[src/rv32m_pkg.sv]
/*
 * Shared definitions for the RV32M execution block.
 * Holds the word width, the M-extension operation codes and the operand sign modes.
 * Compile this package before any RTL file that imports it.
 */
package rv32m_pkg;

  // Width of one integer register.
  localparam int WORD_W = 32;

  // M-extension operations, encoded in funct3 order.
  // Bit 2 set marks the divide family.
  typedef enum logic [2:0] {
    MUL    = 3'b000,
    MULH   = 3'b001,
    MULHSU = 3'b010,
    MULHU  = 3'b011,
    DIV    = 3'b100,
    DIVU   = 3'b101,
    REM    = 3'b110,
    REMU   = 3'b111
  } mext_op_t;

  // Extension of the two multiplier operands.
  // First name is the multiplicand, second name the multiplier.
  typedef enum logic [1:0] {
    SIGNED          = 2'b00,
    UNSIGNED        = 2'b01,
    SIGNED_UNSIGNED = 2'b10,
    UNSIGNED_SIGNED = 2'b11
  } sign_type_t;

  // True for DIV, DIVU, REM and REMU.
  function automatic logic is_div_op(input mext_op_t op);
    return op[2];
  endfunction

  // Sign mode of a multiply, with MULHSU already reordered signed-first.
  function automatic sign_type_t mul_sign_mode(input mext_op_t op);
    case (op)
      MULHSU:  return SIGNED_UNSIGNED;
      MULHU:   return UNSIGNED;
      default: return SIGNED;
    endcase
  endfunction

endpackage

[src/multiplier.sv]
/*
 * Pipelined 33x33 signed multiplier with a configurable stage count.
 * Operands are extended to 33 bits by the sign mode and the 64-bit product leaves after
 * MUL_STAGES edges. A new operand pair can enter on every cycle.
 */
`timescale 1ns/10ps

module multiplier #(
  parameter int MUL_STAGES = 3
) (
  input  logic                                CLK, nRST,
  input  logic                                start,
  input  logic [rv32m_pkg::WORD_W-1:0]        multiplicand,
  input  logic [rv32m_pkg::WORD_W-1:0]        multiplier,
  input  rv32m_pkg::sign_type_t               is_signed,
  output logic                                finished,
  output logic [2*rv32m_pkg::WORD_W-1:0]      product
);

  import rv32m_pkg::*;

  logic               sign_a, sign_b;
  logic signed [32:0] op_a, op_b;
  logic signed [49:0] pp_lo_q, pp_hi_q;
  logic signed [65:0] sum;
  logic signed [65:0] product_full;
  logic [MUL_STAGES-1:0] vld_q;

  // Extend each operand by one bit according to the sign mode.
  assign sign_a = (is_signed == SIGNED) || (is_signed == SIGNED_UNSIGNED);
  assign sign_b = (is_signed == SIGNED) || (is_signed == UNSIGNED_SIGNED);
  assign op_a   = {sign_a & multiplicand[WORD_W-1], multiplicand};
  assign op_b   = {sign_b & multiplier[WORD_W-1], multiplier};

  // First stage.
  // Split the multiplier into a signed upper 17 bits and an unsigned lower 16 bits.
  always_ff @(posedge CLK) begin
    if (start) begin
      pp_lo_q <= op_a * $signed({1'b0, op_b[15:0]});
      pp_hi_q <= op_a * $signed(op_b[32:16]);
    end
  end

  // Recombine the two partial products.
  assign sum = {pp_hi_q, 16'b0} + {{16{pp_lo_q[49]}}, pp_lo_q};

  // Remaining stages only carry the summed product.
  generate
    if (MUL_STAGES == 1) begin : g_single
      assign product_full = sum;
    end else begin : g_multi
      logic signed [65:0] prod_q [MUL_STAGES-1];
      always_ff @(posedge CLK) begin
        prod_q[0] <= sum;
        for (int k = 1; k < MUL_STAGES - 1; k++) begin
          prod_q[k] <= prod_q[k-1];
        end
      end
      assign product_full = prod_q[MUL_STAGES-2];
    end
  endgenerate

  // Valid bit travels with each product.
  always_ff @(posedge CLK, negedge nRST) begin
    if (!nRST) begin
      vld_q <= '0;
    end else begin
      vld_q[0] <= start;
      for (int k = 1; k < MUL_STAGES; k++) begin
        vld_q[k] <= vld_q[k-1];
      end
    end
  end

  assign finished = vld_q[MUL_STAGES-1];
  assign product  = product_full[2*WORD_W-1:0];

endmodule

[src/multiply_unit.sv]
/*
 * Multiply unit for MUL, MULH, MULHSU and MULHU.
 * Registers the operands, runs the pipelined multiplier and holds the chosen half
 * with its tag until the writeback arbiter grants it.
 */
`timescale 1ns/10ps

module multiply_unit #(
  parameter int TAG_W      = 5,
  parameter int MUL_STAGES = 3
) (
  input  logic                          CLK, nRST,
  input  logic                          start,
  input  rv32m_pkg::mext_op_t           op,
  input  logic [rv32m_pkg::WORD_W-1:0]  rs1_data,
  input  logic [rv32m_pkg::WORD_W-1:0]  rs2_data,
  input  logic [TAG_W-1:0]              tag,
  input  logic                          grant,
  output logic                          busy,
  output logic                          done,
  output logic [rv32m_pkg::WORD_W-1:0]  wdata,
  output logic [TAG_W-1:0]              wtag
);

  import rv32m_pkg::*;

  logic [WORD_W-1:0]   mcand_q, mplier_q;
  sign_type_t          sign_q;
  logic                high_sel_q;
  logic                start_q;
  logic                mul_finished;
  logic [2*WORD_W-1:0] product;

  multiplier #(
    .MUL_STAGES(MUL_STAGES)
  ) u_multiplier (
    .CLK(CLK),
    .nRST(nRST),
    .start(start_q),
    .multiplicand(mcand_q),
    .multiplier(mplier_q),
    .is_signed(sign_q),
    .finished(mul_finished),
    .product(product)
  );

  // Operand capture on accept.
  // MULHSU puts signed rs1 in the multiplicand slot.
  always_ff @(posedge CLK) begin
    if (start) begin
      mcand_q    <= (op == MULHSU) ? rs1_data : rs2_data;
      mplier_q   <= (op == MULHSU) ? rs2_data : rs1_data;
      sign_q     <= mul_sign_mode(op);
      high_sel_q <= (op != MUL);
      wtag       <= tag;
    end
  end

  // Busy from accept to grant; done from capture to grant.
  always_ff @(posedge CLK, negedge nRST) begin
    if (!nRST) begin
      start_q <= 1'b0;
      busy    <= 1'b0;
      done    <= 1'b0;
    end else begin
      start_q <= start;
      if (start) begin
        busy <= 1'b1;
      end else if (grant) begin
        busy <= 1'b0;
      end
      if (mul_finished) begin
        done <= 1'b1;
      end else if (grant) begin
        done <= 1'b0;
      end
    end
  end

  // Result register, one edge after the last pipeline stage.
  always_ff @(posedge CLK) begin
    if (mul_finished) begin
      wdata <= high_sel_q ? product[2*WORD_W-1:WORD_W] : product[WORD_W-1:0];
    end
  end

endmodule

[src/divider.sv]
/*
 * Radix-2 restoring divider on unsigned magnitudes.
 * A start pulse loads the operands, then one quotient bit is formed per cycle.
 * finished pulses for one cycle once quotient and remainder are final.
 */
`timescale 1ns/10ps

module divider (
  input  logic                          CLK, nRST,
  input  logic                          start,
  input  logic [rv32m_pkg::WORD_W-1:0]  dividend,
  input  logic [rv32m_pkg::WORD_W-1:0]  divisor,
  output logic                          finished,
  output logic [rv32m_pkg::WORD_W-1:0]  quotient,
  output logic [rv32m_pkg::WORD_W-1:0]  remainder
);

  import rv32m_pkg::*;

  localparam int CNT_W = $clog2(WORD_W + 1);

  logic [WORD_W-1:0] quo_q;
  logic [WORD_W-1:0] rem_q;
  logic [WORD_W-1:0] dvs_q;
  logic [CNT_W-1:0]  count_q;
  logic              active_q;
  logic              finished_q;
  logic [WORD_W:0]   partial;
  logic [WORD_W:0]   diff;
  logic              take;

  // Shift the next dividend bit into the partial remainder.
  assign partial = {rem_q, quo_q[WORD_W-1]};
  assign diff    = partial - {1'b0, dvs_q};
  // No borrow means the divisor fits.
  assign take    = ~diff[WORD_W];

  // Datapath.
  // quo_q starts as the dividend and fills with quotient bits from the right.
  always_ff @(posedge CLK) begin
    if (start) begin
      quo_q <= dividend;
      rem_q <= '0;
      dvs_q <= divisor;
    end else if (active_q) begin
      rem_q <= take ? diff[WORD_W-1:0] : partial[WORD_W-1:0];
      quo_q <= {quo_q[WORD_W-2:0], take};
    end
  end

  // Iteration counter.
  always_ff @(posedge CLK, negedge nRST) begin
    if (!nRST) begin
      count_q    <= '0;
      active_q   <= 1'b0;
      finished_q <= 1'b0;
    end else begin
      finished_q <= 1'b0;
      if (start) begin
        count_q  <= CNT_W'(WORD_W);
        active_q <= 1'b1;
      end else if (active_q) begin
        count_q <= count_q - 1'b1;
        // Last iteration.
        if (count_q == CNT_W'(1)) begin
          active_q   <= 1'b0;
          finished_q <= 1'b1;
        end
      end
    end
  end

  assign finished  = finished_q;
  assign quotient  = quo_q;
  assign remainder = rem_q;

endmodule

[src/divide_unit.sv]
/*
 * Divide unit for DIV, DIVU, REM and REMU.
 * Divide-by-zero and signed overflow finish one edge after accept; other cases run
 * the restoring divider on magnitudes and fix the signs afterwards.
 */
`timescale 1ns/10ps

module divide_unit #(
  parameter int TAG_W = 5
) (
  input  logic                          CLK, nRST,
  input  logic                          start,
  input  rv32m_pkg::mext_op_t           op,
  input  logic [rv32m_pkg::WORD_W-1:0]  rs1_data,
  input  logic [rv32m_pkg::WORD_W-1:0]  rs2_data,
  input  logic [TAG_W-1:0]              tag,
  input  logic                          grant,
  output logic                          busy,
  output logic                          done,
  output logic [rv32m_pkg::WORD_W-1:0]  wdata,
  output logic [TAG_W-1:0]              wtag
);

  import rv32m_pkg::*;

  logic              signed_op, rem_op;
  logic              div_zero, overflow, special;
  logic [WORD_W-1:0] special_word;
  logic [WORD_W-1:0] rs1_abs, rs2_abs;
  logic [WORD_W-1:0] dvd_q, dvs_q;
  logic              q_neg_q, r_neg_q, rem_sel_q;
  logic              start_div_q, fast_q;
  logic              div_finished;
  logic [WORD_W-1:0] quotient, remainder;
  logic [WORD_W-1:0] q_fix, r_fix;

  divider u_divider (
    .CLK(CLK),
    .nRST(nRST),
    .start(start_div_q),
    .dividend(dvd_q),
    .divisor(dvs_q),
    .finished(div_finished),
    .quotient(quotient),
    .remainder(remainder)
  );

  assign signed_op = (op == DIV) || (op == REM);
  assign rem_op    = (op == REM) || (op == REMU);

  // Corner cases with fixed architectural results.
  assign div_zero = (rs2_data == '0);
  assign overflow = signed_op && (rs1_data == {1'b1, {(WORD_W-1){1'b0}}}) && (rs2_data == '1);
  assign special  = div_zero | overflow;
  // Zero divisor gives all ones or the dividend; overflow gives the dividend or zero.
  always_comb begin
    if (div_zero) begin
      special_word = rem_op ? rs1_data : '1;
    end else begin
      special_word = rem_op ? '0 : rs1_data;
    end
  end

  // Magnitudes for the unsigned divider.
  assign rs1_abs = (signed_op && rs1_data[WORD_W-1]) ? -rs1_data : rs1_data;
  assign rs2_abs = (signed_op && rs2_data[WORD_W-1]) ? -rs2_data : rs2_data;

  // Quotient is negative when the signs differ; remainder follows the dividend.
  assign q_fix = q_neg_q ? -quotient : quotient;
  assign r_fix = r_neg_q ? -remainder : remainder;

  always_ff @(posedge CLK) begin
    if (start) begin
      dvd_q     <= rs1_abs;
      dvs_q     <= rs2_abs;
      q_neg_q   <= signed_op & (rs1_data[WORD_W-1] ^ rs2_data[WORD_W-1]);
      r_neg_q   <= signed_op & rs1_data[WORD_W-1];
      rem_sel_q <= rem_op;
      wtag      <= tag;
    end
    // Early result is written on accept, divider result on the fix-up edge.
    if (start && special) begin
      wdata <= special_word;
    end else if (div_finished) begin
      wdata <= rem_sel_q ? r_fix : q_fix;
    end
  end

  always_ff @(posedge CLK, negedge nRST) begin
    if (!nRST) begin
      start_div_q <= 1'b0;
      fast_q      <= 1'b0;
      busy        <= 1'b0;
      done        <= 1'b0;
    end else begin
      start_div_q <= start & ~special;
      fast_q      <= start & special;
      if (start) begin
        busy <= 1'b1;
      end else if (grant) begin
        busy <= 1'b0;
      end
      if (fast_q || div_finished) begin
        done <= 1'b1;
      end else if (grant) begin
        done <= 1'b0;
      end
    end
  end

endmodule

[src/writeback_arbiter.sv]
/*
 * Round-robin arbiter for the shared result port.
 * Picks between the multiply and divide units and grants only when the port is ready.
 * A result that is waiting keeps its selection until it is taken.
 */
`timescale 1ns/10ps

module writeback_arbiter #(
  parameter int TAG_W = 5
) (
  input  logic                          CLK, nRST,
  input  logic                          mul_done,
  input  logic [rv32m_pkg::WORD_W-1:0]  mul_wdata,
  input  logic [TAG_W-1:0]              mul_wtag,
  input  logic                          div_done,
  input  logic [rv32m_pkg::WORD_W-1:0]  div_wdata,
  input  logic [TAG_W-1:0]              div_wtag,
  input  logic                          result_ready,
  output logic                          mul_grant,
  output logic                          div_grant,
  output logic                          result_valid,
  output logic [rv32m_pkg::WORD_W-1:0]  result_data,
  output logic [TAG_W-1:0]              result_tag
);

  logic last_div_q;
  logic hold_q;
  logic held_div_q;
  logic pick_div;

  // A stalled result keeps its source.
  // Otherwise both pending means the unit not granted last wins.
  always_comb begin
    if (hold_q) begin
      pick_div = held_div_q;
    end else if (mul_done && div_done) begin
      pick_div = ~last_div_q;
    end else begin
      pick_div = div_done;
    end
  end

  assign result_valid = mul_done | div_done;
  assign result_data  = pick_div ? div_wdata : mul_wdata;
  assign result_tag   = pick_div ? div_wtag : mul_wtag;

  assign mul_grant = mul_done & ~pick_div & result_ready;
  assign div_grant = div_done & pick_div & result_ready;

  always_ff @(posedge CLK, negedge nRST) begin
    if (!nRST) begin
      last_div_q <= 1'b0;
      hold_q     <= 1'b0;
      held_div_q <= 1'b0;
    end else begin
      // Remember a result that was offered but not taken.
      hold_q     <= result_valid & ~result_ready;
      held_div_q <= pick_div;
      if (mul_grant || div_grant) begin
        last_div_q <= div_grant;
      end
    end
  end

endmodule

[src/rv32m_unit.sv]
/*
 * Top level of the RV32M execution block.
 * Takes requests on a valid/ready port, steers them to the multiply or divide unit,
 * and returns tagged results through the round-robin writeback arbiter.
 */
`timescale 1ns/10ps

module rv32m_unit #(
  parameter int TAG_W      = 5,
  parameter int MUL_STAGES = 3
) (
  input  logic                          CLK, nRST,
  input  logic                          req_valid,
  input  rv32m_pkg::mext_op_t           req_op,
  input  logic [rv32m_pkg::WORD_W-1:0]  rs1_data,
  input  logic [rv32m_pkg::WORD_W-1:0]  rs2_data,
  input  logic [TAG_W-1:0]              req_tag,
  input  logic                          result_ready,
  output logic                          req_ready,
  output logic                          result_valid,
  output logic [rv32m_pkg::WORD_W-1:0]  result_data,
  output logic [TAG_W-1:0]              result_tag
);

  import rv32m_pkg::*;

  logic              to_div;
  logic              accept;
  logic              mul_start, div_start;
  logic              mul_busy, div_busy;
  logic              mul_done, div_done;
  logic              mul_grant, div_grant;
  logic [WORD_W-1:0] mul_wdata, div_wdata;
  logic [TAG_W-1:0]  mul_wtag, div_wtag;

  // Steering by the divide bit of the opcode.
  assign to_div    = is_div_op(req_op);
  assign req_ready = to_div ? ~div_busy : ~mul_busy;
  assign accept    = req_valid & req_ready;
  assign mul_start = accept & ~to_div;
  assign div_start = accept & to_div;

  multiply_unit #(
    .TAG_W(TAG_W),
    .MUL_STAGES(MUL_STAGES)
  ) u_multiply_unit (
    .CLK(CLK),
    .nRST(nRST),
    .start(mul_start),
    .op(req_op),
    .rs1_data(rs1_data),
    .rs2_data(rs2_data),
    .tag(req_tag),
    .grant(mul_grant),
    .busy(mul_busy),
    .done(mul_done),
    .wdata(mul_wdata),
    .wtag(mul_wtag)
  );

  divide_unit #(
    .TAG_W(TAG_W)
  ) u_divide_unit (
    .CLK(CLK),
    .nRST(nRST),
    .start(div_start),
    .op(req_op),
    .rs1_data(rs1_data),
    .rs2_data(rs2_data),
    .tag(req_tag),
    .grant(div_grant),
    .busy(div_busy),
    .done(div_done),
    .wdata(div_wdata),
    .wtag(div_wtag)
  );

  writeback_arbiter #(
    .TAG_W(TAG_W)
  ) u_writeback_arbiter (
    .CLK(CLK),
    .nRST(nRST),
    .mul_done(mul_done),
    .mul_wdata(mul_wdata),
    .mul_wtag(mul_wtag),
    .div_done(div_done),
    .div_wdata(div_wdata),
    .div_wtag(div_wtag),
    .result_ready(result_ready),
    .mul_grant(mul_grant),
    .div_grant(div_grant),
    .result_valid(result_valid),
    .result_data(result_data),
    .result_tag(result_tag)
  );

endmodule

[config.mk]
export PLATFORM = sky130hd
export DESIGN_NAME = rv32m_unit
export DESIGN_NICKNAME = d
export VERILOG_FILES = /design/src/rv32m_pkg.sv /design/src/multiplier.sv /design/src/multiply_unit.sv /design/src/divider.sv /design/src/divide_unit.sv /design/src/writeback_arbiter.sv /design/src/rv32m_unit.sv
export SDC_FILE = /design/constraint.sdc
export NUM_CORES = 2
export LEC_CHECK = 0
export ABC_AREA = 0
export BUFFER_PORTS_ARGS = -buffer_cell sky130_fd_sc_hd__buf_2
export CORE_MARGIN = 2
export CORE_UTILIZATION = 40
export CTS_CLUSTER_DIAMETER = 60
export DETAILED_ROUTE_END_ITERATION = 7
export PLACE_DENSITY = 0.52
export RECOVER_POWER = 100
export SETUP_SLACK_MARGIN = 0.2
export SYNTH_ARGS = -nofsm -noshare
export SYNTH_HDL_FRONTEND = slang
export SYNTH_SLANG_ARGS = --single-unit
[constraint.sdc]
create_clock -name CLK -period 17 [get_ports CLK]
set_input_delay 0.85 -clock CLK [delete_from_list [all_inputs] [get_ports CLK]]
set_output_delay 0.85 -clock CLK [all_outputs]
set_load 0.03 [all_outputs]
After elaboration in Yosys (flattened, before gate mapping)
Memory sizes are Yosys's and may differ from the RTL's.
Index checks and enable logic that the tools add are counted.
- $add $sub $neg: 7
- multipliers: 2
- eq/ne operators: 10
- muxes and demuxes: 36
- bitwise logic cells: 25
- reductions and logical operators: 21
- operators by type and width (operator ; number):
    32-bit two-way mux ; 17
    32-bit negation ; 4
    33-bit by 17-bit multiplier with 50-bit output ; 2
    66-bit adder ; 1
    32-bit == test, second input constant ; 2
    33-bit by 32-bit subtractor with 33-bit output ; 1
    32-bit zero test ; 1
    1-bit two-way mux ; 15
    1-bit AND ; 14
    6-bit two-way mux ; 2
    2-bit nonzero test ; 6
    3-bit == test, second input constant ; 3
    1-bit inverter ; 8
    3-bit by 2-bit == test with 1-bit output, second input constant ; 2
    6-bit by 1-bit == test with 1-bit output, second input constant ; 1
    1-bit logical AND ; 6
    1-bit logical OR ; 6
    6-bit by 1-bit subtractor with 6-bit output, second input constant ; 1
    5-bit two-way mux ; 1
    2-bit == test, second input constant ; 2
    2-bit one-hot mux with 2 select lines ; 1
    3-bit nonzero test ; 1
    2-bit zero test ; 1
    1-bit OR ; 2
    1-bit bitwise XOR ; 1
- register bits after elaboration: 425
- RAM bits: 132
- input port bits: 76
- word-level logic and storage cells: 134
- memories kept: 1
- memory list (name ; depth ; bits a word ; rd ports ; clocked after Yosys merged registers in ; wr ports ; RTL line ; text):
    u_multiply_unit.u_multiplier.g_multi.prod_q ; 2 ; 66 ; 2 ; 0 ; 2 ; multiplier.sv:52 ; logic signed [65:0] prod_q [MUL_STAGES-1];

Depth between registers and ports, before layout
- depth in word-level cells: 8
- gate-level depth with buffers: 25
- gate-level depth less buffers: 24

Modules after synthesis
A second synthesis with hierarchy kept.
- cells, all modules: 6507
- area total of the unflattened synthesis: 64276.6 um2
- modules (own cells, without submodules) (module ; times used ; cells each ; area an instance (um2) ; seq. area each (um2)):
    multiplier ; 1 ; 4950 ; 45942.8 ; 5580.4
    divide_unit ; 1 ; 698 ; 7136.8 ; 3223.1
    divider ; 1 ; 580 ; 6105.9 ; 2762.6
    multiply_unit ; 1 ; 220 ; 4435.5 ; 3198.1
    writeback_arbiter ; 1 ; 56 ; 629.4 ; 75.1
    rv32m_unit ; 1 ; 3 ; 26.3 ; 0.0

Worst setup path after synthesis
Ideal clock, no wire load.
- path kind: in2reg
- start: input req_op[2]
- end: register u_multiply_unit.start_q
- library setup time: 671 ps
- data arrival time: 6406 ps
- required time: 16329 ps
- slack: 9923 ps
- stages: 2
- cells stage by stage: clkbuf_1 -> nor3b_1
- cells in the longest elaborated chain, start to end: 3
- ends and longest elaborated chain (item ; RTL line ; text):
    from (decl) ; rv32m_unit.sv:14 ; input rv32m_pkg::mext_op_t req_op,
    1-bit two-way mux ; rv32m_unit.sv:38 ; assign req_ready = to_div ? ~div_busy : ~mul_busy;
    1-bit AND ; rv32m_unit.sv:39 ; assign accept = req_valid & req_ready;
    1-bit AND (*) ; rv32m_unit.sv:40 ; assign mul_start = accept & ~to_div;
    named net mul_start ; rv32m_unit.sv:29 ; logic mul_start, div_start;
    to (signal assigned) ; multiply_unit.sv:66 ; start_q <= start;
    to (decl) ; multiply_unit.sv:30 ; logic start_q;
The timed path passes the listed nets; every way through them passes the cells marked *.
A chain may end at the register's enable or synchronous reset.

Worst setup path after layout
- start: register u_multiply_unit.mcand_q[0]
- end: register u_multiply_unit.u_multiplier.pp_lo_q[46] (data pin)
- cells in the longest elaborated chain, start to end: 1
- ends and longest elaborated chain (item ; RTL line ; text):
    from (decl) ; multiply_unit.sv:27 ; logic [WORD_W-1:0] mcand_q, mplier_q;
    from (signal assigned) ; multiply_unit.sv:51 ; mcand_q <= (op == MULHSU) ? rs1_data : rs2_data;
    33-bit by 17-bit multiplier with 50-bit output ; multiplier.sv:39 ; pp_lo_q <= op_a * $signed({1'b0, op_b[15:0]});
    to (signal assigned) ; multiplier.sv:39 ;
    to (decl) ; multiplier.sv:24 ; logic signed [49:0] pp_lo_q, pp_hi_q;
No other way between the ends.

==> metrics.cfg <==
[cts]
cts_root_buffer=clkbuf_16
cts_setup_buffers=0
cts.path.max_buffers=3
numCtsBuffers=68
clkSinkCount=551
ctsResizeCount=0
htree_num_levels=3
clk_latency_ns=0.66
clk_pin_slew_ns=0.06
cts_hold_buf=0
cts_tree=done

[route]
drt_iter0_markers=2818
ant_nets=0
dr.pass1.iters=5
vias=43599
drt_wl_total_mm=182
routedWlPerCell_um=21.4
drc=0
vias_per_cell=5.14

[sta]
fin_crit_sh=0.509
fin_setup_tns_ns=0
finalClockSkew_ns=0.0390
hold_viol=0
fmax_ghz=0.116
finalWorstSetupSlack_ns=8.35
max_slew_margin=-2.02
maxSlewViolCount=686
finalSetupViolCount=0
worst_pin_slew_ns=4.53
layout_min_cycle_time_ns=8.65
rsz0062_at_grt=no

[setup_path]
path_max_fanout=33
reg2reg_from=u_multiply_unit.mcand_q[0]
r2r-end=u_multiply_unit.u_multiplier.pp_lo_q[46]
cp.arrival_ns=9.04
critPathRequiredTime_ns=17.39
r2r_slack_ns=8.35
crit_path_start_kind=register
setup.worst_path.class=register to register
rr_worst_depth=21
cp-end-kind=register

[layout]
layout.nets=7793
drive_above_1_share=0.0618
regMostFlops=u_multiply_unit.u_multiplier.g_multi.prod_q
final_area_sq_mm=0.0676
final_cell_mix=1,255 x inv_1, 1,027 x fa_1, 859 x nand2_1
syn2layout_area_growth_pct=7.31
top_regs=u_multiply_unit.u_multiplier.g_multi.prod_q x128, u_multiply_unit.u_multiplier.pp_lo_q x50, u_multiply_unit.u_multiplier.pp_hi_q x48
largest_reg_flops=128
nFillCells=15316
final_common_cell=inv_1

[placement]
placed_area_sq_mm=0.0656
dpl.hpwl_mm=142
gp_congestion=0.876
pre_cts_slack_ns=9.38
io_buffers=114

[synthesis]
synthArstFlopShare=0.0381
synthesis.area_sq_mm=0.0630
ys_seq_area_frac=0.236
synth_edf_count=370
synthDistinctLibCells=87
ys_warn_count=0
avgSynthCellArea_sq_um=9.82
synth_seq_cells=551
synthesis.instances=6411
synth_nets=7833
synthFlopType=edfxtp_1

[floorplan]
top_level_ports=115
coreArea_sq_mm=0.156
start_util=0.403
die_x_um=401
placementRows=145
die-area_sq_mm=0.161
die_y_um=401

[global_routing]
antenna_found_initial=18
grt_pass1_wl_mm=282
grt_pass1_vias=45393
grtUsageTotal=0.230
grt_overflow=0
grt_max_degree=75

[flow_run]
maxCapViolCount=16

[hold_path]
min_to=u_multiply_unit.u_multiplier.g_multi.prod_q[0][93]
hold_start=u_multiply_unit.u_multiplier.g_multi.prod_q[0][27]
hp-class=register to register
hold_depth=0

[outcome]
violations=capacitance limit, slew limit
status=complete, but fails checks

==> worst max-delay path, cell delays in order (launching register included) <==
cell      delay [ns]
edfxtp_1        0.32
clkbuf_1        1.26
nand2_1         0.18
fa_1            0.48
fa_1            0.52
inv_1           0.04
ha_1            0.18
fa_1            0.50
inv_1           0.06
fa_1            0.49
fa_1            0.49
inv_1           0.04
ha_1            0.20
or2_2           0.35
o41ai_1         0.90
a2111o_1        0.34
a21oi_1         0.15
o41ai_1         0.60
o21ai_0         0.34
o41a_1          0.46
a221oi_1        0.33
xnor2_1         0.11
==> worst max-delay path by stage <==
stage | start | to | slack, ns | cells past startpoint
final | u_multiply_unit.mcand_q[0] | u_multiply_unit.u_multiplier.pp_lo_q[46] | 8.35 | 21
after global routing | u_multiply_unit.mcand_q[0] | u_multiply_unit.u_multiplier.pp_hi_q[47] | 7.79 | 24
after CTS | u_multiply_unit.mplier_q[31] | u_multiply_unit.u_multiplier.pp_hi_q[46] | 9.35 | 22
after detailed placement | u_multiply_unit.mplier_q[31] | u_multiply_unit.u_multiplier.pp_hi_q[46] | 9.38 | 22
after global placement | u_multiply_unit.mplier_q[31] | u_multiply_unit.u_multiplier.pp_hi_q[46] | 9.43 | 22
after floorplan | req_op[2] | u_multiply_unit.start_q | 9.92 | 2
==> kinds of logic after synthesis <==
family,after synthesis,share of synthesized area
buf+inv,1563,0.0935
compound gates,748,0.0769
simple gates,1710,0.128
fa+ha+maj,1346,0.390
xor+xnor,293,0.0408
flops,551,0.236
mux,200,0.0349
==> synthesized netlist by cell type (all sizes together), types with 20 or more instances <==
cell    instances  area, sq um
nor2b          31          194
o31ai          40          310
and3           25          159
buf            21         93.8
and2          375         2350
o21bai         23          173
ha            319         3990
mux2          157         1770
xnor2         181         1590
xor2          112          981
fa           1027        20600
o21ai         191          967
inv          1256         4710
edfxtp        370        11100
mux2i          43          430
nand2b         38          238
dfxtp         160         3200
nand4          28          175
nor3           41          205
dfrtp          21          526
nand3          36          180
clkbuf        286         1080
or3            20          135
a211oi         43          328
a21o          106          796
nor2          193          724
a31oi          22          138
nand2         859         3220
o211ai         29          223
a21oi         190          955
==> layout make-up <==
class                   count  area, sq um  area share
diodes                      4         10.0    0.000148
clock buffers              83         1820      0.0269
clock inverters            38          354     0.00524
inverters                1256         4710      0.0698
multi-input cells        4297        42200       0.624
flip-flops and latches    551        14800       0.220
well taps                2058         2570      0.0381
repair buffers            197         1090      0.0161
==> layer usage <==
| metal | up-vias | routed length, um | global-route usage |
|---|---|---|---|
| met5 | - | 12 | 0 |
| met3 | 266 | 7900 | 0.0244 |
| met4 | 2 | 8300 | 0.0978 |
| li1 | 19968 | - | - |
| met1 | 22287 | 77700 | 0.302 |
| met2 | 1076 | 88000 | 0.386 |
==> per-stage QoR <==
stage | utilization | instances | hold slack, ns
global route | 0.433 | 8483 | 0.325
floorplan | - | 6411 | 0.310
global placement | 0.420 | 8359 | 0.311
CTS | 0.434 | 8480 | 0.166
finish | 0.433 | 8484 | 0.320
detailed placement | 0.420 | 8359 | 0.312
Power is left out: the tool's default activity adds up to more than one toggle a clock period on the data nets, which glitch-free logic cannot reach.
